### src/icache_pkg.sv
`default_nettype none

package icache_pkg;

    //////////////////////////////////////////////////////////////////////
    // address split
    //////////////////////////////////////////////////////////////////////

    localparam int ADDR_W     = 32;
    localparam int WORD_W     = 32;
    // physical tag above the 4 KB page offset
    localparam int TAG_W      = 20;
    localparam int INDEX_W    = 7;
    localparam int OFFSET_W   = 5;
    localparam int WORD_SEL_W = 3;

    //////////////////////////////////////////////////////////////////////
    // cache geometry
    //////////////////////////////////////////////////////////////////////

    // two ways of 128 sets, 32-byte lines
    localparam int NUM_SETS       = 128;
    localparam int WORDS_PER_LINE = 8;
    localparam int LINE_W         = 256;

    // burst length codes on the refill bus
    localparam logic [7:0] REFILL_LEN   = 8'd7;
    localparam logic [7:0] UNCACHED_LEN = 8'd0;

    // banks take the refill line flat and the fetch stage takes it by word
    typedef union packed {
        logic [LINE_W-1:0]                     flat;
        logic [WORDS_PER_LINE-1:0][WORD_W-1:0] words;
    } line_t;

endpackage

`default_nettype wire

### src/icache_miss_ctrl.sv
`timescale 1ns/100ps
`default_nettype none

module icache_miss_ctrl (
    input  logic                              clk,
    input  logic                              rst,
    input  logic                              flush,
    input  logic                              valid,
    input  logic                              uncached,
    input  logic [icache_pkg::ADDR_W-1:0]     vaddr1,
    input  logic [icache_pkg::ADDR_W-1:0]     vaddr2,
    input  logic [icache_pkg::ADDR_W-1:0]     paddr,
    input  logic                              hit_way0_s2,
    input  logic                              hit_way1_s2,
    input  logic                              ret_valid,
    output logic                              stall,
    output logic [icache_pkg::INDEX_W-1:0]    index_s1,
    output logic [icache_pkg::TAG_W-1:0]      tag_s1,
    output logic [icache_pkg::INDEX_W-1:0]    index_s2,
    output logic [icache_pkg::TAG_W-1:0]      tag_s2,
    output logic [icache_pkg::WORD_SEL_W-1:0] word_s2,
    output logic [icache_pkg::ADDR_W-1:0]     vaddr1_s2,
    output logic [icache_pkg::ADDR_W-1:0]     vaddr2_s2,
    output logic                              valid_s2,
    output logic                              uncached_s2,
    output logic                              hit_s2,
    output logic                              we_way0,
    output logic                              we_way1,
    output logic                              rd_req,
    output logic [7:0]                        rd_len,
    output logic [icache_pkg::ADDR_W-1:0]     rd_addr
);

    import icache_pkg::*;

    logic                miss_s2;
    logic                lru_cur;
    logic [NUM_SETS-1:0] lru;

    // index from the virtual address, tag from the physical one
    assign index_s1 = vaddr1[OFFSET_W +: INDEX_W];
    assign tag_s1   = paddr[ADDR_W-1 -: TAG_W];

    //////////////////////////////////////////////////////////////////////
    // stage-2 request register
    //////////////////////////////////////////////////////////////////////

    always_ff @(posedge clk) begin
        if (!rst || flush) begin
            valid_s2    <= 1'b0;
            uncached_s2 <= 1'b0;
        end else if (!stall) begin
            valid_s2    <= valid;
            uncached_s2 <= valid && uncached;
        end
    end

    // address fields, frozen under stall
    always_ff @(posedge clk) begin
        if (!stall) begin
            index_s2  <= index_s1;
            tag_s2    <= tag_s1;
            word_s2   <= vaddr1[OFFSET_W-1 -: WORD_SEL_W];
            vaddr1_s2 <= vaddr1;
            vaddr2_s2 <= vaddr2;
        end
    end

    //////////////////////////////////////////////////////////////////////
    // miss detection and refill request
    //////////////////////////////////////////////////////////////////////

    // uncached requests always go to memory
    assign hit_s2  = valid_s2 && !uncached_s2 && (hit_way0_s2 || hit_way1_s2);
    assign miss_s2 = valid_s2 && !hit_s2;

    // pending until the return pulse, which also releases the pipeline
    assign rd_req = miss_s2 && !ret_valid;
    assign stall  = rd_req;

    assign rd_len  = uncached_s2 ? UNCACHED_LEN : REFILL_LEN;
    // whole line for a refill, exact word when uncached
    assign rd_addr = {tag_s2, index_s2,
                      uncached_s2 ? word_s2 : {WORD_SEL_W{1'b0}},
                      {(OFFSET_W - WORD_SEL_W){1'b0}}};

    //////////////////////////////////////////////////////////////////////
    // LRU and way write enables
    //////////////////////////////////////////////////////////////////////

    // bit set means way 0 was used last, so way 1 is the victim
    assign lru_cur = lru[index_s2];
    assign we_way0 = ret_valid && miss_s2 && !uncached_s2 && !lru_cur;
    assign we_way1 = ret_valid && miss_s2 && !uncached_s2 && lru_cur;

    always_ff @(posedge clk) begin
        if (!rst) begin
            lru <= '0;
        end else if (hit_s2) begin
            lru[index_s2] <= hit_way0_s2;
        end else if (we_way0 || we_way1) begin
            lru[index_s2] <= we_way0;
        end
    end

    // a return only answers a request raised in an earlier cycle
    assert property (@(posedge clk) disable iff (!rst)
        ret_valid |-> !rd_req && $past(rd_req))
        else $error("miss ctrl: return without a pending refill request");

    assert property (@(posedge clk) disable iff (!rst)
        !(we_way0 && we_way1))
        else $error("miss ctrl: refill written to both ways");

endmodule

`default_nettype wire

### config.mk
export PLATFORM = sky130hd
export DESIGN_NAME = icache_miss_ctrl
export DESIGN_NICKNAME = d
export VERILOG_FILES = /design/src/icache_pkg.sv /design/src/icache_miss_ctrl.sv
export SDC_FILE = /design/constraint.sdc
export NUM_CORES = 1
export LEC_CHECK = 0
export ABC_CLOCK_PERIOD_IN_PS = 3750
export BUFFER_PORTS_ARGS = -buffer_cell sky130_fd_sc_hd__buf_2
export CAP_MARGIN = 20
export CORE_MARGIN = 3
export CORE_UTILIZATION = 45
export DETAILED_ROUTE_END_ITERATION = 16
export PLACE_DENSITY = 0.73
export SLEW_MARGIN = 20
export SYNTH_ARGS = -nofsm -noshare
export SYNTH_HDL_FRONTEND = slang
export SYNTH_SLANG_ARGS = --single-unit
### constraint.sdc
create_clock -name clk -period 3.75 [get_ports clk]
set_input_delay 0.1875 -clock clk [delete_from_list [all_inputs] [get_ports clk]]
set_output_delay 0.1875 -clock clk [all_outputs]
set_load 0.03 [all_outputs]
* Word-level counts from Yosys, hierarchy flattened
Cells that the tools add are included.
** Word-level totals
- Bits in latches :: 0
- Word-level logic and storage cells :: 39
- Bits in read-only memories :: 0
- Register bits :: 224
- RAM bits :: 0
- Memories :: 0
- Input port bits :: 104
** Cells by class
- Reductions and logical operators :: 19
- Equality and inequality tests :: 0
- Multiplexer cells :: 10
- Magnitude comparators :: 2
- Bitwise operators :: 0
- Divide/modulo/power cells :: 0
- $add $sub $neg :: 0
- Multiply operators :: 0
- Shifts and indexed selects :: 0
** Operators with widths (number)
- $bwmux 128 :: 2
- $mux 128 :: 2
- $logic_and 1x1->1 :: 10
- $lt 7x8->1 const B :: 1
- $bmux 1 s7 :: 1
- $demux 1 s7 :: 1
- $ge 7x1->1 const B :: 1
- $mux 3 :: 2
- $logic_not 1->1 :: 5
- $logic_or 1x1->1 :: 3
- $mux 1 :: 2
- $reduce_bool 2->1 :: 1

* Logic depth before layout (Yosys ltp)
- Depth in word-level cells :: 11
- Gate-level depth with buffers :: 11
- Depth with buffers taken out :: 7

* Worst setup path before layout
No wires, ideal clock.
- Kind :: reg-to-reg
- From :: register uncached_s2
- To :: register index_s2[0] (netlist name), enable pin
- Setup slack :: -305 ps
- Setup time :: 627 ps
- Data arrival time :: 3428 ps
- Stages on the path, launching flop included :: 5
- Period minus slack after synthesis :: 4055 ps
- Cells stage by stage :: dfxtp_1 -> nor2b_1 -> nor2b_1 -> nor3b_1 -> inv_1
** On the way
- Word-level cells in the longest chain between the ends :: 6
** Ends and longest elaborated chain
- from (decl) :: RTL line icache_miss_ctrl.sv:25 : output logic uncached_s2,
- from (signal assigned) :: RTL line icache_miss_ctrl.sv:54 : uncached_s2 <= valid && uncached;
- $logic_not 1->1 :: RTL line icache_miss_ctrl.sv:74 : assign hit_s2 = valid_s2 && !uncached_s2 && (hit_way0_s2 || hit_way1_s2);
- $logic_and 1x1->1 (2 in series) :: RTL line icache_miss_ctrl.sv:74
- net hit_s2 :: RTL line icache_miss_ctrl.sv:26 : output logic hit_s2,
- $logic_not 1->1 :: RTL line icache_miss_ctrl.sv:75 : assign miss_s2 = valid_s2 && !hit_s2;
- $logic_and 1x1->1 :: RTL line icache_miss_ctrl.sv:75
- $logic_and 1x1->1 :: RTL line icache_miss_ctrl.sv:78 : assign rd_req = miss_s2 && !ret_valid;
- net rd_req :: RTL line icache_miss_ctrl.sv:29 : output logic rd_req,
- to (signal assigned) :: RTL line icache_miss_ctrl.sv:61 : index_s2 <= index_s1;
- to (decl) :: RTL line icache_miss_ctrl.sv:19 : output logic [icache_pkg::INDEX_W-1:0] index_s2,
The timed path passes the listed nets, and every way through them passes these cells.
A chain may end at the register's enable or synchronous reset.

* Worst setup path in the final report
- From :: register index_s2[1] (netlist name)
- To :: output we_way0
** On the way
- Word-level cells in the longest chain between the ends :: 4
** Ends and longest elaborated chain
- $bmux 1 s7 :: RTL line icache_miss_ctrl.sv:92 : assign lru_cur = lru[index_s2];
- $mux 1 (implied by the code) :: RTL line icache_miss_ctrl.sv:92
- $logic_not 1->1 :: RTL line icache_miss_ctrl.sv:93 : assign we_way0 = ret_valid && miss_s2 && !uncached_s2 && !lru_cur;
- $logic_and 1x1->1 :: RTL line icache_miss_ctrl.sv:93
- to (decl) :: RTL line icache_miss_ctrl.sv:27 : output logic we_way0,
No other way between the ends. The select of a mux whose other input is x is not followed.

==> out/metrics.csv <==
metric,value,unit
status,finished clean,
Async SR Flop Fraction,0,%
final wirelength,30.1,mm
"Clk Latency, worst-skew pair",520,ps
GRT overflow,0,
Slew headroom,36.3,%
Hold Startpoint,valid,
Post-Synth Adder-Cell Area,0,%
CP required,3560,ps
vias in the first global route,8017,
"FF+latch count, synth",214,
fmax,0.290,GHz
Vert. Die Dim,155,µm
power density cells,428,nW/µm²
Power Total,0.00536,W
Area Overhead vs Synth,25.9,%
Core Region,21400,µm²
top post-synthesis cells by area,"dfxtp_1 (26%), edfxtp_1 (25%), a31oi_2 (13%), o21ai_0 (7.0%), buf_4 (5.7%)",
wire length per cell,20.4,µm
Synth Area in Compound Gates,25.0,%
Ports,272,
r2r startpoint,index_s2[1],
RSZ-0062 raised after global routing,no,
area fraction of the dominant cell type after synthesis,26.2,%
worst hold path class,primary input to register,
HPWL Detailed,18.8,mm
Worst VDD drop,0.229,mV
final instance area,12500,µm²
first drt pass iteration count,5,
crit share post-route,91.8,%
"Top FF cell, synth",dfxtp_1,
Post-Synth XOR/XNOR Area,0,%
CP Data Arrival Time,3260,ps
"Seq/Total Area, Yosys",51.6,%
clk buf depth,3,
top-count cell post-synth,nor2_1,
clock root cell,clkbuf_16,
Setup Skew,23.3,ps
Reg2Reg Capture Point,lru[7],
main combinational cell family by area after synthesis,compound AO/OA/AOI/OAI gates,
die area,23900,µm²
post-layout min period,3440,ps
DRC,0,
cell taking the most area after synthesis,dfxtp_1,
antenna cell count,0,
final setup fails,0,
Post-Syn Area,9940,µm²
Post-DRT Antenna Nets,0,
YS warnings,0,
max-cap violations,0,
Post-synth EDFFs,84,
Syn Inst Count,930,
CTS tree,done,
largest net degree at the start of global routing,130,
most frequent cells after synthesis,"nor2_1 (140), o21ai_0 (139), dfxtp_1 (130)",
DR vias,8527,
CP Launch Type,register,
reg2reg setup slack,580,ps
TritonCTS Sinks,214,
CP Class,register to output pin,
die width,155,µm
Starting Density,46.5,%
post-DR vias/cell,5.79,
Post-Synth Simple-Gate Area,8.71,%
"Avg Cell Area, Syn",10.7,µm²
DR iter-0 viols,852,
number of port buffers,252,
CP endpoint kind,output pin,
CP max FO,28,
Sum Neg Setup Slack,0,ps
"CTS clk-pin slew, worst paths",60,ps
first-pass GRT wire length,45.7,mm
Worst Max-Slew Pin Slew,953,ps
max-slew violation count,0,
Final nets,1285,
mux contribution to synthesized area,5.00,%
# rows,53,
GPL Wtd Cong,0.872,
P_leak,4.71,nW
final core occ,58.6,%
cts bufs inserted,23,
Yosys cell types,44,
area post-placement,10900,µm²
Multi-input gate area,3890,µm²
All-Layer GR Usage,23.7,%
Reg area,5120,µm²
layout cells sized above 1,35.6,%
Worst R2R Path Depth,9,
Hold Crit Endpoint,uncached_s2,
H-tree Lvls,1,
Final Hold Vio Count,0,
Filler Cells Inserted,1719,
cell depth of the worst min-delay path,4,
initial antenna violation count,0,
-- final cells by class --
| type | count | share of cell area (%) |
|---|---|---|
| sequential | 214 | 41.0 |
| clock inverter | 13 | 0.550 |
| inverter | 7 | 0.240 |
| timing repair buffer | 365 | 19.2 |
| multi-input combinational | 570 | 31.1 |
| tap | 275 | 2.75 |
| clock buffer | 29 | 5.20 |
-- how the worst max path moves through the flow --
stage,slack [ps],from,cells after the start,endpoint
finish,310,index_s2[1],10,we_way0
global route,70,index_s2[1],10,we_way0
CTS,90,index_s2[0],8,we_way0
detailed placement,480,index_s2[0],8,lru[3]
global placement,550,index_s2[0],8,lru[49]
floorplan,180,uncached_s2,4,index_s2[0]
-- cell usage in the layout, fill, tap and decap left out, drive strengths merged, types with 2 or more instances in the layout --
cell type / Yosys / final
inv: 7 / 7
buf: 101 / 278
o21ai: 139 / 139
a41o: 2 / 2
nor3b: 2 / 2
nor2b: 9 / 9
edfxtp: 84 / 84
a21oi: 3 / 3
and2: 5 / 5
o22ai: 16 / 16
or2: 2 / 2
nand2b: 3 / 3
mux4: 6 / 6
mux2i: 35 / 35
a31oi: 132 / 132
a22oi: 8 / 8
clkinv: 0 / 10
nand2: 26 / 26
nor2: 140 / 140
and4: 2 / 2
nand3: 11 / 11
a221oi: 7 / 7
dlygate4sd3: 0 / 87
clkbuf: 44 / 29
conb: 1 / 7
clkinvlp: 0 / 3
dfxtp: 130 / 130
-- timing repair --
item                                    CTS  global route
endpoints found under the setup margin    0             2
gates resized for setup                   0             0
hold buffers                             87             0
endpoints found under the hold margin    86             0
setup buffers                             0             3
-- cells by family (layout without fill, tap and decap cells) --
logic type             Yosys count  after routing
AO/OA/AOI/OAI                  316            316
buffers and inverters          152            414
flip-flops                     214            214
multiplexers                    42             42
other                            1              7
AND/OR/NAND/NOR                205            205
-- worst max-delay path, cell delays in order (launching register included) --
cell	delay (ps)
edfxtp_1	460
buf_12	210
nor2b_1	210
buf_4	190
a22o_1	240
a221oi_1	340
o22ai_1	110
and4b_1	330
nand3_4	280
inv_1	140
buf_2	200
-- power by group --
part | switching (W) | total, W | leakage (nW) | internal, W
Clock | 0.000938 | 0.00217 | 0.353 | 0.00123
Sequential | 0.0000325 | 0.00251 | 1.93 | 0.00248
Combinational | 0.000460 | 0.000676 | 2.43 | 0.000217
-- state kept, by name, indices dropped and copies added (netlist names) --
register and flops:
lru 128, valid_s2 1, vaddr2_s2 32, vaddr1_s2 24, word_s2 2, tag_s2 20
index_s2 6, uncached_s2 1
-- metrics by stage --
step | instances | setup slack, ps | hold WS (ps)
final | 1473 | 307 | 104
after global routing | 1473 | 71.1 | 149
after CTS | 1469 | 92.8 | 89.0
after detailed placement | 1340 | 482 | 366
after global placement | 1340 | 547 | 364
after floorplan | 936 | 184 | 272
-- metal layers --
| layer | GRT usage (%) | part of all wire, % | vias up |
|---|---|---|---|
| li1 | - | - | 3879 |
| met3 | 4.84 | 8.8 | 72 |
| met2 | 38.2 | 47 | 431 |
| met4 | 7.53 | 2.7 | 0 |
| met5 | 0 | 0 | - |
| met1 | 32.4 | 41 | 4145 |
Power figures use the tool's default switching activity.
