<file path="config.mk">
export PLATFORM = sky130hd
export DESIGN_NAME = icache_fetch_out
export DESIGN_NICKNAME = d
export VERILOG_FILES = /design/src/icache_pkg.sv /design/src/icache_fetch_out.sv
export SDC_FILE = /design/constraint.sdc
export NUM_CORES = 1
export LEC_CHECK = 0
export ABC_AREA = 0
export BUFFER_PORTS_ARGS = -buffer_cell sky130_fd_sc_hd__buf_2
export CAP_MARGIN = 40
export CORE_AREA = 2 2 380 382
export CTS_CLUSTER_DIAMETER = 80
export DETAILED_ROUTE_END_ITERATION = 8
export DIE_AREA = 0 0 382 384
export GPL_TIMING_DRIVEN = 0
export MAX_ROUTING_LAYER = met4
export PLACE_DENSITY = 0.3
export SLEW_MARGIN = 25
export SYNTH_ARGS = -nofsm -noshare
export SYNTH_HDL_FRONTEND = slang
export SYNTH_SLANG_ARGS = --single-unit
</file>
<file path="constraint.sdc">
create_clock -name clk -period 6.2 [get_ports clk]
set_clock_uncertainty 0.05 [all_clocks]
set_input_delay 0 -clock clk [delete_from_list [all_inputs] [get_ports clk]]
set_output_delay 0 -clock clk [all_outputs]
set_load 0.02 [all_outputs]
</file>
<file path="src/icache_pkg.sv">
`default_nettype none

package icache_pkg;

    //////////////////////////////////////////////////////////////////////
    // address split
    //////////////////////////////////////////////////////////////////////

    localparam int ADDR_W     = 32;
    localparam int WORD_W     = 32;
    // physical tag above the 4 KB page offset
    localparam int TAG_W      = 20;
    localparam int INDEX_W    = 7;
    localparam int OFFSET_W   = 5;
    localparam int WORD_SEL_W = 3;

    //////////////////////////////////////////////////////////////////////
    // cache geometry
    //////////////////////////////////////////////////////////////////////

    // two ways of 128 sets, 32-byte lines
    localparam int NUM_SETS       = 128;
    localparam int WORDS_PER_LINE = 8;
    localparam int LINE_W         = 256;

    // burst length codes on the refill bus
    localparam logic [7:0] REFILL_LEN   = 8'd7;
    localparam logic [7:0] UNCACHED_LEN = 8'd0;

    // banks take the refill line flat and the fetch stage takes it by word
    typedef union packed {
        logic [LINE_W-1:0]                     flat;
        logic [WORDS_PER_LINE-1:0][WORD_W-1:0] words;
    } line_t;

endpackage

`default_nettype wire

</file>
<file path="src/icache_fetch_out.sv">
`timescale 1ns/100ps
`default_nettype none

module icache_fetch_out (
    input  logic                              clk,
    input  logic                              rst,
    input  logic                              flush,
    input  logic                              valid_s2,
    input  logic                              uncached_s2,
    input  logic                              hit_s2,
    input  logic                              hit_way0_s2,
    input  logic                              hit_way1_s2,
    input  logic [icache_pkg::WORD_SEL_W-1:0] word_s2,
    input  logic [icache_pkg::ADDR_W-1:0]     vaddr1_s2,
    input  logic [icache_pkg::ADDR_W-1:0]     vaddr2_s2,
    input  icache_pkg::line_t                 line_way0_s2,
    input  icache_pkg::line_t                 line_way1_s2,
    input  logic                              ret_valid,
    input  icache_pkg::line_t                 ret_data,
    output logic                              data_ok1,
    output logic                              data_ok2,
    output logic [icache_pkg::WORD_W-1:0]     rdata1,
    output logic [icache_pkg::WORD_W-1:0]     rdata2,
    output logic [icache_pkg::ADDR_W-1:0]     raddr1,
    output logic [icache_pkg::ADDR_W-1:0]     raddr2
);

    import icache_pkg::*;

    logic                  refill;
    logic                  ok1_s2;
    logic                  ok2_s2;
    line_t                 sel_line;
    logic [WORD_SEL_W-1:0] word2_sel;
    logic [WORD_W-1:0]     rdata1_s2;
    logic [WORD_W-1:0]     rdata2_s2;

    // return pulse completes the pending miss, cached or not
    assign refill = valid_s2 && !hit_s2 && ret_valid;
    assign ok1_s2 = hit_s2 || refill;

    // no second word at the end of a line or on an uncached read
    assign ok2_s2 = ok1_s2 && !uncached_s2
                    && (word_s2 != WORD_SEL_W'(WORDS_PER_LINE - 1));

    //////////////////////////////////////////////////////////////////////
    // way and word select
    //////////////////////////////////////////////////////////////////////

    // refill data forwarded straight from the bus
    assign sel_line.flat = refill ? ret_data.flat
                         : ({LINE_W{hit_way0_s2}} & line_way0_s2.flat)
                         | ({LINE_W{hit_way1_s2}} & line_way1_s2.flat);

    assign word2_sel = word_s2 + 1'b1;

    // single-word return sits in the low bits
    assign rdata1_s2 = uncached_s2 ? ret_data.words[0] : sel_line.words[word_s2];
    // second word zero when it starts a new line
    assign rdata2_s2 = (vaddr2_s2[OFFSET_W-1:0] == '0) ? '0 : sel_line.words[word2_sel];

    //////////////////////////////////////////////////////////////////////
    // output stage
    //////////////////////////////////////////////////////////////////////

    // flush drops whatever is in flight
    always_ff @(posedge clk) begin
        if (!rst || flush) begin
            data_ok1 <= 1'b0;
            data_ok2 <= 1'b0;
        end else begin
            data_ok1 <= ok1_s2;
            data_ok2 <= ok2_s2;
        end
    end

    always_ff @(posedge clk) begin
        if (ok1_s2) begin
            rdata1 <= rdata1_s2;
            rdata2 <= rdata2_s2;
            raddr1 <= vaddr1_s2;
            raddr2 <= vaddr2_s2;
        end
    end

    // second word rides with the first and never past the line end
    assert property (@(posedge clk) disable iff (!rst)
        data_ok2 |-> data_ok1 && (raddr1[OFFSET_W-1 -: WORD_SEL_W] != '1))
        else $error("fetch out: second word without a valid first word");

endmodule

`default_nettype wire

</file>
# After elaboration in Yosys (flattened, before gate mapping)
# Index checks and enable logic that the tools add are counted.
# word_totals
reg_bits	130
output_inout_bits	130
in_bits	844
wordCells	29
# op_classes
n_reduce_logical	10
n_lt_le_gt_ge	2
mux	6
n_eq_ne	1
add_sub_neg	1
n_bitwise	3
# op_table
op	count
$and 256x256->256	2
$mux 256	1
$or 256x256->256	1
$bmux 32 s3	2
$mux 32	3
$lt 3x4->1 const B	2
$logic_not 5->1	1
$logic_and 1x1->1	4
$add 3x1->3 const B	1
$logic_not 1->1	3
$ne 3x3->1 const B	1
$logic_or 1x1->1	2

# Logic depth before layout (Yosys ltp)
# Gate-level depths: netlist of run 1.
# depth
depth_word	7
ltp_mapped	8
ltp_nobuf	5

# Worst setup path after synthesis of run 1
# Ideal clock, no wire load.
# synth_path
kind	input to register
startpoint	input valid_s2
endpoint	register raddr1[0] (netlist name), enable pin
cell_stages	2
arrival_ps	2557
t_required_ps	5669
slack_ps	3111
setup_time_ps	481
path_buffers	0
path_cell_list	a21oi_1 -> inv_1
# synth_between
elab_chain_len	3
# synth_lines
item	line_no	text
from (decl)	icache_fetch_out.sv:8	input logic valid_s2,
$logic_and 1x1->1 (2 in a row)	icache_fetch_out.sv:39	assign refill = valid_s2 && !hit_s2 && ret_valid;
$logic_or 1x1->1	icache_fetch_out.sv:40	assign ok1_s2 = hit_s2 || refill;
named net ok1_s2	icache_fetch_out.sv:31	logic ok1_s2;
to (signal assigned)	icache_fetch_out.sv:81	raddr1 <= vaddr1_s2;
to (decl)	icache_fetch_out.sv:24	output logic [icache_pkg::ADDR_W-1:0] raddr1,
# The timed path passes the listed nets, and every way through them passes these cells.
# A chain may end at the register's enable or synchronous reset.

# Worst setup path after layout of run 1
# layout_path
startpoint	input word_s2[2] (netlist name)
endpoint	register rdata2[12] (netlist name) (data pin)
# layout_between
elab_chain_len	3
# layout_lines
item	line_no	text
from (decl)	icache_fetch_out.sv:13	input logic [icache_pkg::WORD_SEL_W-1:0] word_s2,
$add 3x1->3	icache_fetch_out.sv:55	assign word2_sel = word_s2 + 1'b1;
$bmux 32 s3	icache_fetch_out.sv:60	assign rdata2_s2 = (vaddr2_s2[OFFSET_W-1:0] == '0) ? '0 : sel_line.words[word2_sel];
$mux 32 (implied by the code)	icache_fetch_out.sv:60	
to (signal assigned)	icache_fetch_out.sv:80	rdata2 <= rdata2_s2;
to (decl)	icache_fetch_out.sv:23	output logic [icache_pkg::WORD_W-1:0] rdata2,
# No other way between the ends. The select of a mux whose other input is x is not followed.

==> metrics, run 1 <==
routed wire length=158000 um; die area=147000 um^2; setup violators final=0; Syn Inst Count=1234; CTS tree=built; PortBufs=between 900 and 1000; CTS sink cnt=130; number of global-route vias before repair=~18000; initial antenna violation count=74; # IOs=974; Die X=about 380 um; post-cts sizing count=0; Post-synth ARST share=0%; gpl congestion=a little under 0.9; RSZ-0062 raised after global routing=no; CTS Buffer Depth=2; Required @ worst endpoint=about 6.4 ns; fin. max-slew vios=0; chip height=384 um; Core Box Area=roughly 140000 um^2; largest net degree at the start of global routing=a little under 80; post-cts hold buffer count=around 110; H-Tree Depth=4; CP max FO=10; residual DRC count=0; DP Wirelength=between 100000 and 150000 um; max-cap check violation count=0; vias=approximately 18000; Post-CTS Setup Repair Bufs=0; fmax=roughly 0.31 GHz; Tcrit/Tclk final=between 50% and 60%; share of layout cells above drive strength 1=roughly half; DRT iter0 DRCs=around 1400; sequential area share after synthesis=29.9%; routed vias/inst=between 4 and 5; Fillers=between 15000 and 20000; Area Overhead vs Synth=75.4%; Setup crit end kind=flop; Worst-Margin Slew=~0.97 ns; Primary FF master, synth=edfxtp_1; number of synthesized register bits=130; synth unique cells=38; area leader, netlist=edfxtp_1; Final min period=between 3 and 4 ns; leakage=~10 nW; YS warnings=0; PwrDens=roughly 190 nW/um^2; Hold Path Class=input port to flop; total gr overflow=0; Final Hold Vio Count=0; post-route ant nets=0; TritonCTS Buffers=17; Avg Inst Size Synth=10.5 um^2; Post-synth EDFFs=between 100 and 150; Root Driver=clkbuf_16; final core occ=about 16%; Netlist Area Pre-Place=13000 um^2; first-pass GRT wire length=approximately 200000 um; Syn Nets=2080; synth top area cells=edfxtp_1 (30%), mux2i_1 (14%), mux4_2 (12%); VDD IR-drop max=approximately 0.26 mV; CP Launch Type=input port; fin nets=3232; Non-Filler Cell Area, Final=~23000 um^2; WS Path Type=input port to flop; share of the synthesized area in the top cell type=between 20% and 30%; Final TNS setup=0 ns; gr usage total=a little over a fifth; Reg clk slew, reported paths=0.08 ns; Site Rows=139; Starting Density=under 10%; Routed WL per cell=roughly 36 um; DR pass1 iterations=5; headroom to the max-slew limit=roughly 33%; critical path data arrival time=3.43 ns; Post-DP Area=21000 um^2; status=completed
[state kept, by name (all words and copies together) (netlist names)]
signal,count
raddr2,32
data_ok2,1
data_ok1,1
rdata2,32
rdata1,32
raddr1,32
[synth_stat cells, types with 2 or more instances]
master and number:
buf_1 11, ha_1 2, a22o_1 162, o31a_1 7, o21bai_1 17, o21ai_0 93
o311ai_0 7, o221ai_1 7, nand2_1 64, mux4_2 71, o211ai_1 12, a32o_1 7
buf_2 64, a22oi_1 14, a221oi_1 24, clkbuf_1 69, buf_6 2, edfxtp_1 128
mux2i_1 182, nand2b_1 10, o211a_1 5, dfxtp_1 2, o31ai_1 18, a311oi_1 13
nor3b_1 2, nor2_1 51, or2b_1 4, nor3_1 2, inv_1 3, buf_4 7
a221o_1 95, a21oi_1 20, o22ai_1 42, o32ai_1 13
[layout make-up]
type                    count  area (um^2)  area share [%]
diodes                     40          100           0.439
multi-input cells         947         8460            37.1
flip-flops and latches    130         3880            17.0
repair buffers           1133         6660            29.2
inverters                   4         22.5          0.0987
well taps                1903         2380            10.4
plain buffers             153          732            3.21
clock buffers              19          433            1.90
clock inverters            13          136           0.598
[cells by family after synthesis]
kind of cell	after synthesis	share of synthesized area [%]
and+or+nand+nor	136	4.40
DFF	130	29.9
muxes	253	26.3
buffers and inverters	157	5.46
AOI/OAI and AO/OA	556	33.8
adders and majority gates	2	0.192
[critical path, stage by stage]
cell and delay, ns:
dlygate4sd3_1 0.58, buf_2 0.19, ha_1 0.29, buf_2 0.36, buf_2 0.55, clkbuf_1 0.43
buf_6 0.21, mux4_2 0.37, o22ai_1 0.41
[through the flow]
stage / hold slack (ns) / setup WS [ns] / power [mW] / instances
after floorplan: 0.0340 / 3.11 / 1.97 / 1234
after global placement: 0.127 / 0.284 / 3.06 / 4107
after detailed placement: 0.128 / 2.69 / 3.10 / 4154
after CTS: 0.00152 / 2.96 / 4.34 / 4297
after global routing: 0.0362 / 2.91 / 4.44 / 4332
final: 0.0303 / 3.01 / 4.26 / 4342
[worst paths after layout]
kind                  cells after the start  slack (ns)          to          start
worst min-delay path                      5        0.03  rdata1[24]  ret_data[152]
worst max-delay path                      9        3.01  rdata2[12]     word_s2[2]
[power breakdown]
part           switching (mW)  leakage [nW]  internal [mW]  total [mW]
sequential             0.0267          1.30           1.10        1.13
clock                   0.530         0.263          0.588        1.12
combinational            1.24          8.86          0.765        2.01
[layer usage]
layer | up-vias | share of wire, % | global-route usage (%)
li1 | 7638 | - | -
met1 | 9023 | 44 | 26.8
met2 | 958 | 48 | 35.6
met3 | 119 | 6.1 | 4.52
met4 | 0 | 1.8 | 4.18
met5 | - | 0 | -
[cell usage in the layout (no fill, tap or decap), drive strengths merged, types with 18 or more instances in the layout]
cell and n:
o21ai 93, clkbuf 88, nand2 64, a221o 95
a22o 162, a221oi 24, diode 40, buf 1106
nor2 51, o31ai 18, mux4 71, o22ai 42
edfxtp 128, mux2i 182, a21oi 20, dlygate4sd3 111
No activity file was read; power rests on OpenSTA's default activity.
==> run 2, diff against run 1 <==
--- a/config.mk
+++ b/config.mk
@@ -5,16 +5,16 @@
 export SDC_FILE = /design/constraint.sdc
 export NUM_CORES = 1
 export LEC_CHECK = 0
-export ABC_AREA = 0
+export ABC_AREA = 1
 export BUFFER_PORTS_ARGS = -buffer_cell sky130_fd_sc_hd__buf_2
 export CAP_MARGIN = 40
-export CORE_AREA = 2 2 380 382
+export CORE_AREA = 2 2 375 377
 export CTS_CLUSTER_DIAMETER = 80
 export DETAILED_ROUTE_END_ITERATION = 8
-export DIE_AREA = 0 0 382 384
+export DIE_AREA = 0 0 377 379
 export GPL_TIMING_DRIVEN = 0
 export MAX_ROUTING_LAYER = met4
-export PLACE_DENSITY = 0.3
+export PLACE_DENSITY = 0.31
 export SLEW_MARGIN = 25
 export SYNTH_ARGS = -nofsm -noshare
 export SYNTH_HDL_FRONTEND = slang
==> constraint.sdc (replaced) <==
create_clock -name clk -period 2.8 [get_ports clk]
set_clock_uncertainty 0.05 [all_clocks]
set_input_delay 0 -clock clk [delete_from_list [all_inputs] [get_ports clk]]
set_output_delay 0 -clock clk [all_outputs]
set_load 0.02 [all_outputs]
==> run 2 against run 1 <==
Critical path type unchanged. Global-route usage increased by 6.9 points. Hold slack improved by 0.034 ns. Synthesized cell count increased by 130%. Flip-flop and latch count unchanged. Largest power group unchanged. Design area increased by 11%. Die area decreased by 2.6%. Power increased by 140%. Clock power increased by 130%. Sequential share of layout area decreased by 1.7 points. Non-clock buffer count increased by 83. Via count increased by 52%. First-iteration DRC count increased by 98%.
==> metrics, run 2 <==
status=completed; Final Hold Vio Count=0 (unchanged); DP Wirelength=175000 um (+27%); # IOs=974 (unchanged); CP max FO=10 (unchanged); Reg clk slew, reported paths=0.09 ns (about the same); Starting Density=11.6% (+2.5 points); PortBufs=968 (-0.21%); Root Driver=clkbuf_16; routed wire length=206000 um (+30%); mux share of post-synthesis cell area=0% (-26 points); Worst Min Path Start=word_s2[2]; routed vias/inst=4.62 (+13%); post-place setup slack=0.103 ns (-2.58 ns); leakage=12.7 nW (+22%); VDD IR-drop max=0.287 mV (+13%); Required @ worst endpoint=3.05 ns (-3.38 ns); post-cts hold buffer count=100 (-9.9%); Tcrit/Tclk final=78.5%; post-route ant nets=0 (unchanged); Netlist Area Pre-Place=16100 um^2 (+23%); vias=26878 (+52%); area share of and/or/nand/nor cells after synthesis=66.5% (+62 points); total gr overflow=0 (unchanged); Final min period=roughly 2.2 ns; crit-path max cell delay=0.58 ns (about the same); critical path data arrival time=2.45 ns (-0.98 ns); Avg Inst Size Synth=5.75 um^2 (-45%); hold path depth=3 (-2); sequential area share after synthesis=24.2% (-5.7 points); Primary FF master, synth=edfxtp_1; chip height=379 um (-1.3%); crit path cell chain=buf_2 > buf_2 > inv_1 > buf_2 > buf_2 > nand3_1 > nand3_1 > nand3_1 > nand3_1 > nand2_1; DR pass1 iterations=6 (+1); headroom to the max-slew limit=37.2% (+3.7 points); fin nets=4748 (+47%); Syn Nets=3638 (+75%); synth unique cells=19 (-50%); area leader, netlist=nand3_1; WS Path Type=input port to flop; Post-synth ARST share=0% (unchanged); CTS Buffer Depth=2 (unchanged); RSZ-0062 raised after global routing=no; Synth Area in Compound Gates=0.125% (-34 points); CP Launch Type=input port; Post-CTS Setup Repair Bufs=0 (unchanged); post-cts sizing count=0 (unchanged); share of layout cells above drive strength 1=31.9% (-20 points); CP top delay family=buffers and inverters; largest net degree at the start of global routing=52 (-34%); die area=143000 um^2 (-2.6%); largest family of logic cells by synthesized area=simple AND/OR/NAND/NOR gates; CTS tree=built; fmax=roughly 0.45 GHz; TritonCTS Buffers=17 (unchanged); slowest stage cell, crit path=buf_2; setup ws final=0.601 ns (-2.41 ns); fin. max-slew vios=0 (unchanged); count leader, synth=nand2_1; PwrDens=402 nW/um^2 (+120%); gr usage total=28.3% (+6.9 points); YS warnings=0 (unchanged); Hold Path End=data_ok2; first-pass GRT wire length=255000 um (+31%); Post-Synth Adder-Cell Area=0.156% (-0.037 points); most instantiated cells after synthesis=nand2_1 (1155), nand3_1 (892), nand4_1 (256); Worst-Margin Slew=0.943 ns (-0.0271 ns); Site Rows=137 (-1.4%); Area Overhead vs Synth=57.6%; CTS sink cnt=130 (unchanged); number of synthesized register bits=130 (unchanged); power consumption=10.2 mW (+140%); Routed WL per cell=35.3 um (-2.7%); Syn Inst Count=2792 (+130%); XOR/XNOR share of the synthesized area=0% (unchanged); max-cap check violation count=0 (unchanged); share of the synthesized area in the top cell type=27.8% (-1.8 points); Core Box Area=139000 um^2 (-2.8%); H-Tree Depth=4 (unchanged); Setup crit end kind=flop; Hold Path Class=input port to flop; most frequent cells in the layout=nand2_1 (1154), buf_2 (1143), nand3_1 (892); residual DRC count=0 (unchanged); setup violators final=0 (unchanged); synth top area cells=nand3_1 (28%), nand2_1 (27%), edfxtp_1 (24%); commonest non-fill, non-tap cell in the layout=nand2_1; Post-synth EDFFs=128 (unchanged); DRT iter0 DRCs=2693 (+98%); gpl congestion=0.996 (+12%); Worst Path Buf+Inv=5 (-1); Die X=377 um (-1.3%); number of global-route vias before repair=25636 (+40%); initial antenna violation count=154 (+110%)
[run 2: changes by cell type after synthesis, sizes merged, moves of 95 or more]
cell / delta
nand2: +1091
buf: +159
a221o: -95
a22o: -162
nand3: +893
mux2i: -182
nand4: +256
[run 2: power breakdown]
| group | switching, mW | internal [mW] |
|---|---|---|
| registers | 0.0713 | 2.43 |
| logic | 3.64 | 1.48 |
| clock network | 1.36 | 1.19 |
[run 2: cell families (layout without fill, tap and decap cells)]
family	Yosys count	count (layout)
adders and majority gates	2	2
buffers and inverters	284	1407
and+or+nand+nor	2372	2372
other	0	93
DFF	130	130
AOI/OAI and AO/OA	4	4
[run 2: worst max path at each step]
stage,to,from,cells past startpoint
CTS,data_ok1,hit_s2,9
global route,data_ok1,hit_s2,9
floorplan,data_ok2,valid_s2,7
detailed placement,rdata1[1],word_s2[0],10
finish,rdata1[1],word_s2[0],10
global placement,rdata1[3],hit_s2,5
[run 2: final cells by class]
type	instances	area, um^2
Antenna cell	93	233
Buffer	278	1450
Clock buffer	17	425
Clock inverter	15	159
Fill cell	16495	114000
Inverter	6	22.5
Multi-Input combinational cell	2378	10700
Sequential cell	130	3880
Tap cell	1807	2260
Timing Repair Buffer	1091	6150
[run 2: metal layers]
layer	share of wire [%]	wire (um)	global-route usage, %	vias up
met5	0	0	-	-
met4	5.2	10800	13.0	0
met3	9.0	18400	8.31	344
met2	46	94600	45.5	1609
met1	40	81700	32.5	12875
li1	-	-	-	12050
[run 2: per-stage QoR]
step	TNS (ns)	instance area [um^2]	util, %	hold slack (ns)	cells
after detailed placement	0	23500	16.9	0.129	5588
after CTS	0	25100	18.1	0.0180	5720
after global routing	0	25300	18.2	0.0670	5801
final	0	25300	18.2	0.0643	5815
after global placement	-280.35	23200	16.7	0.125	5567
after floorplan	0	16100	-	0.0224	2792
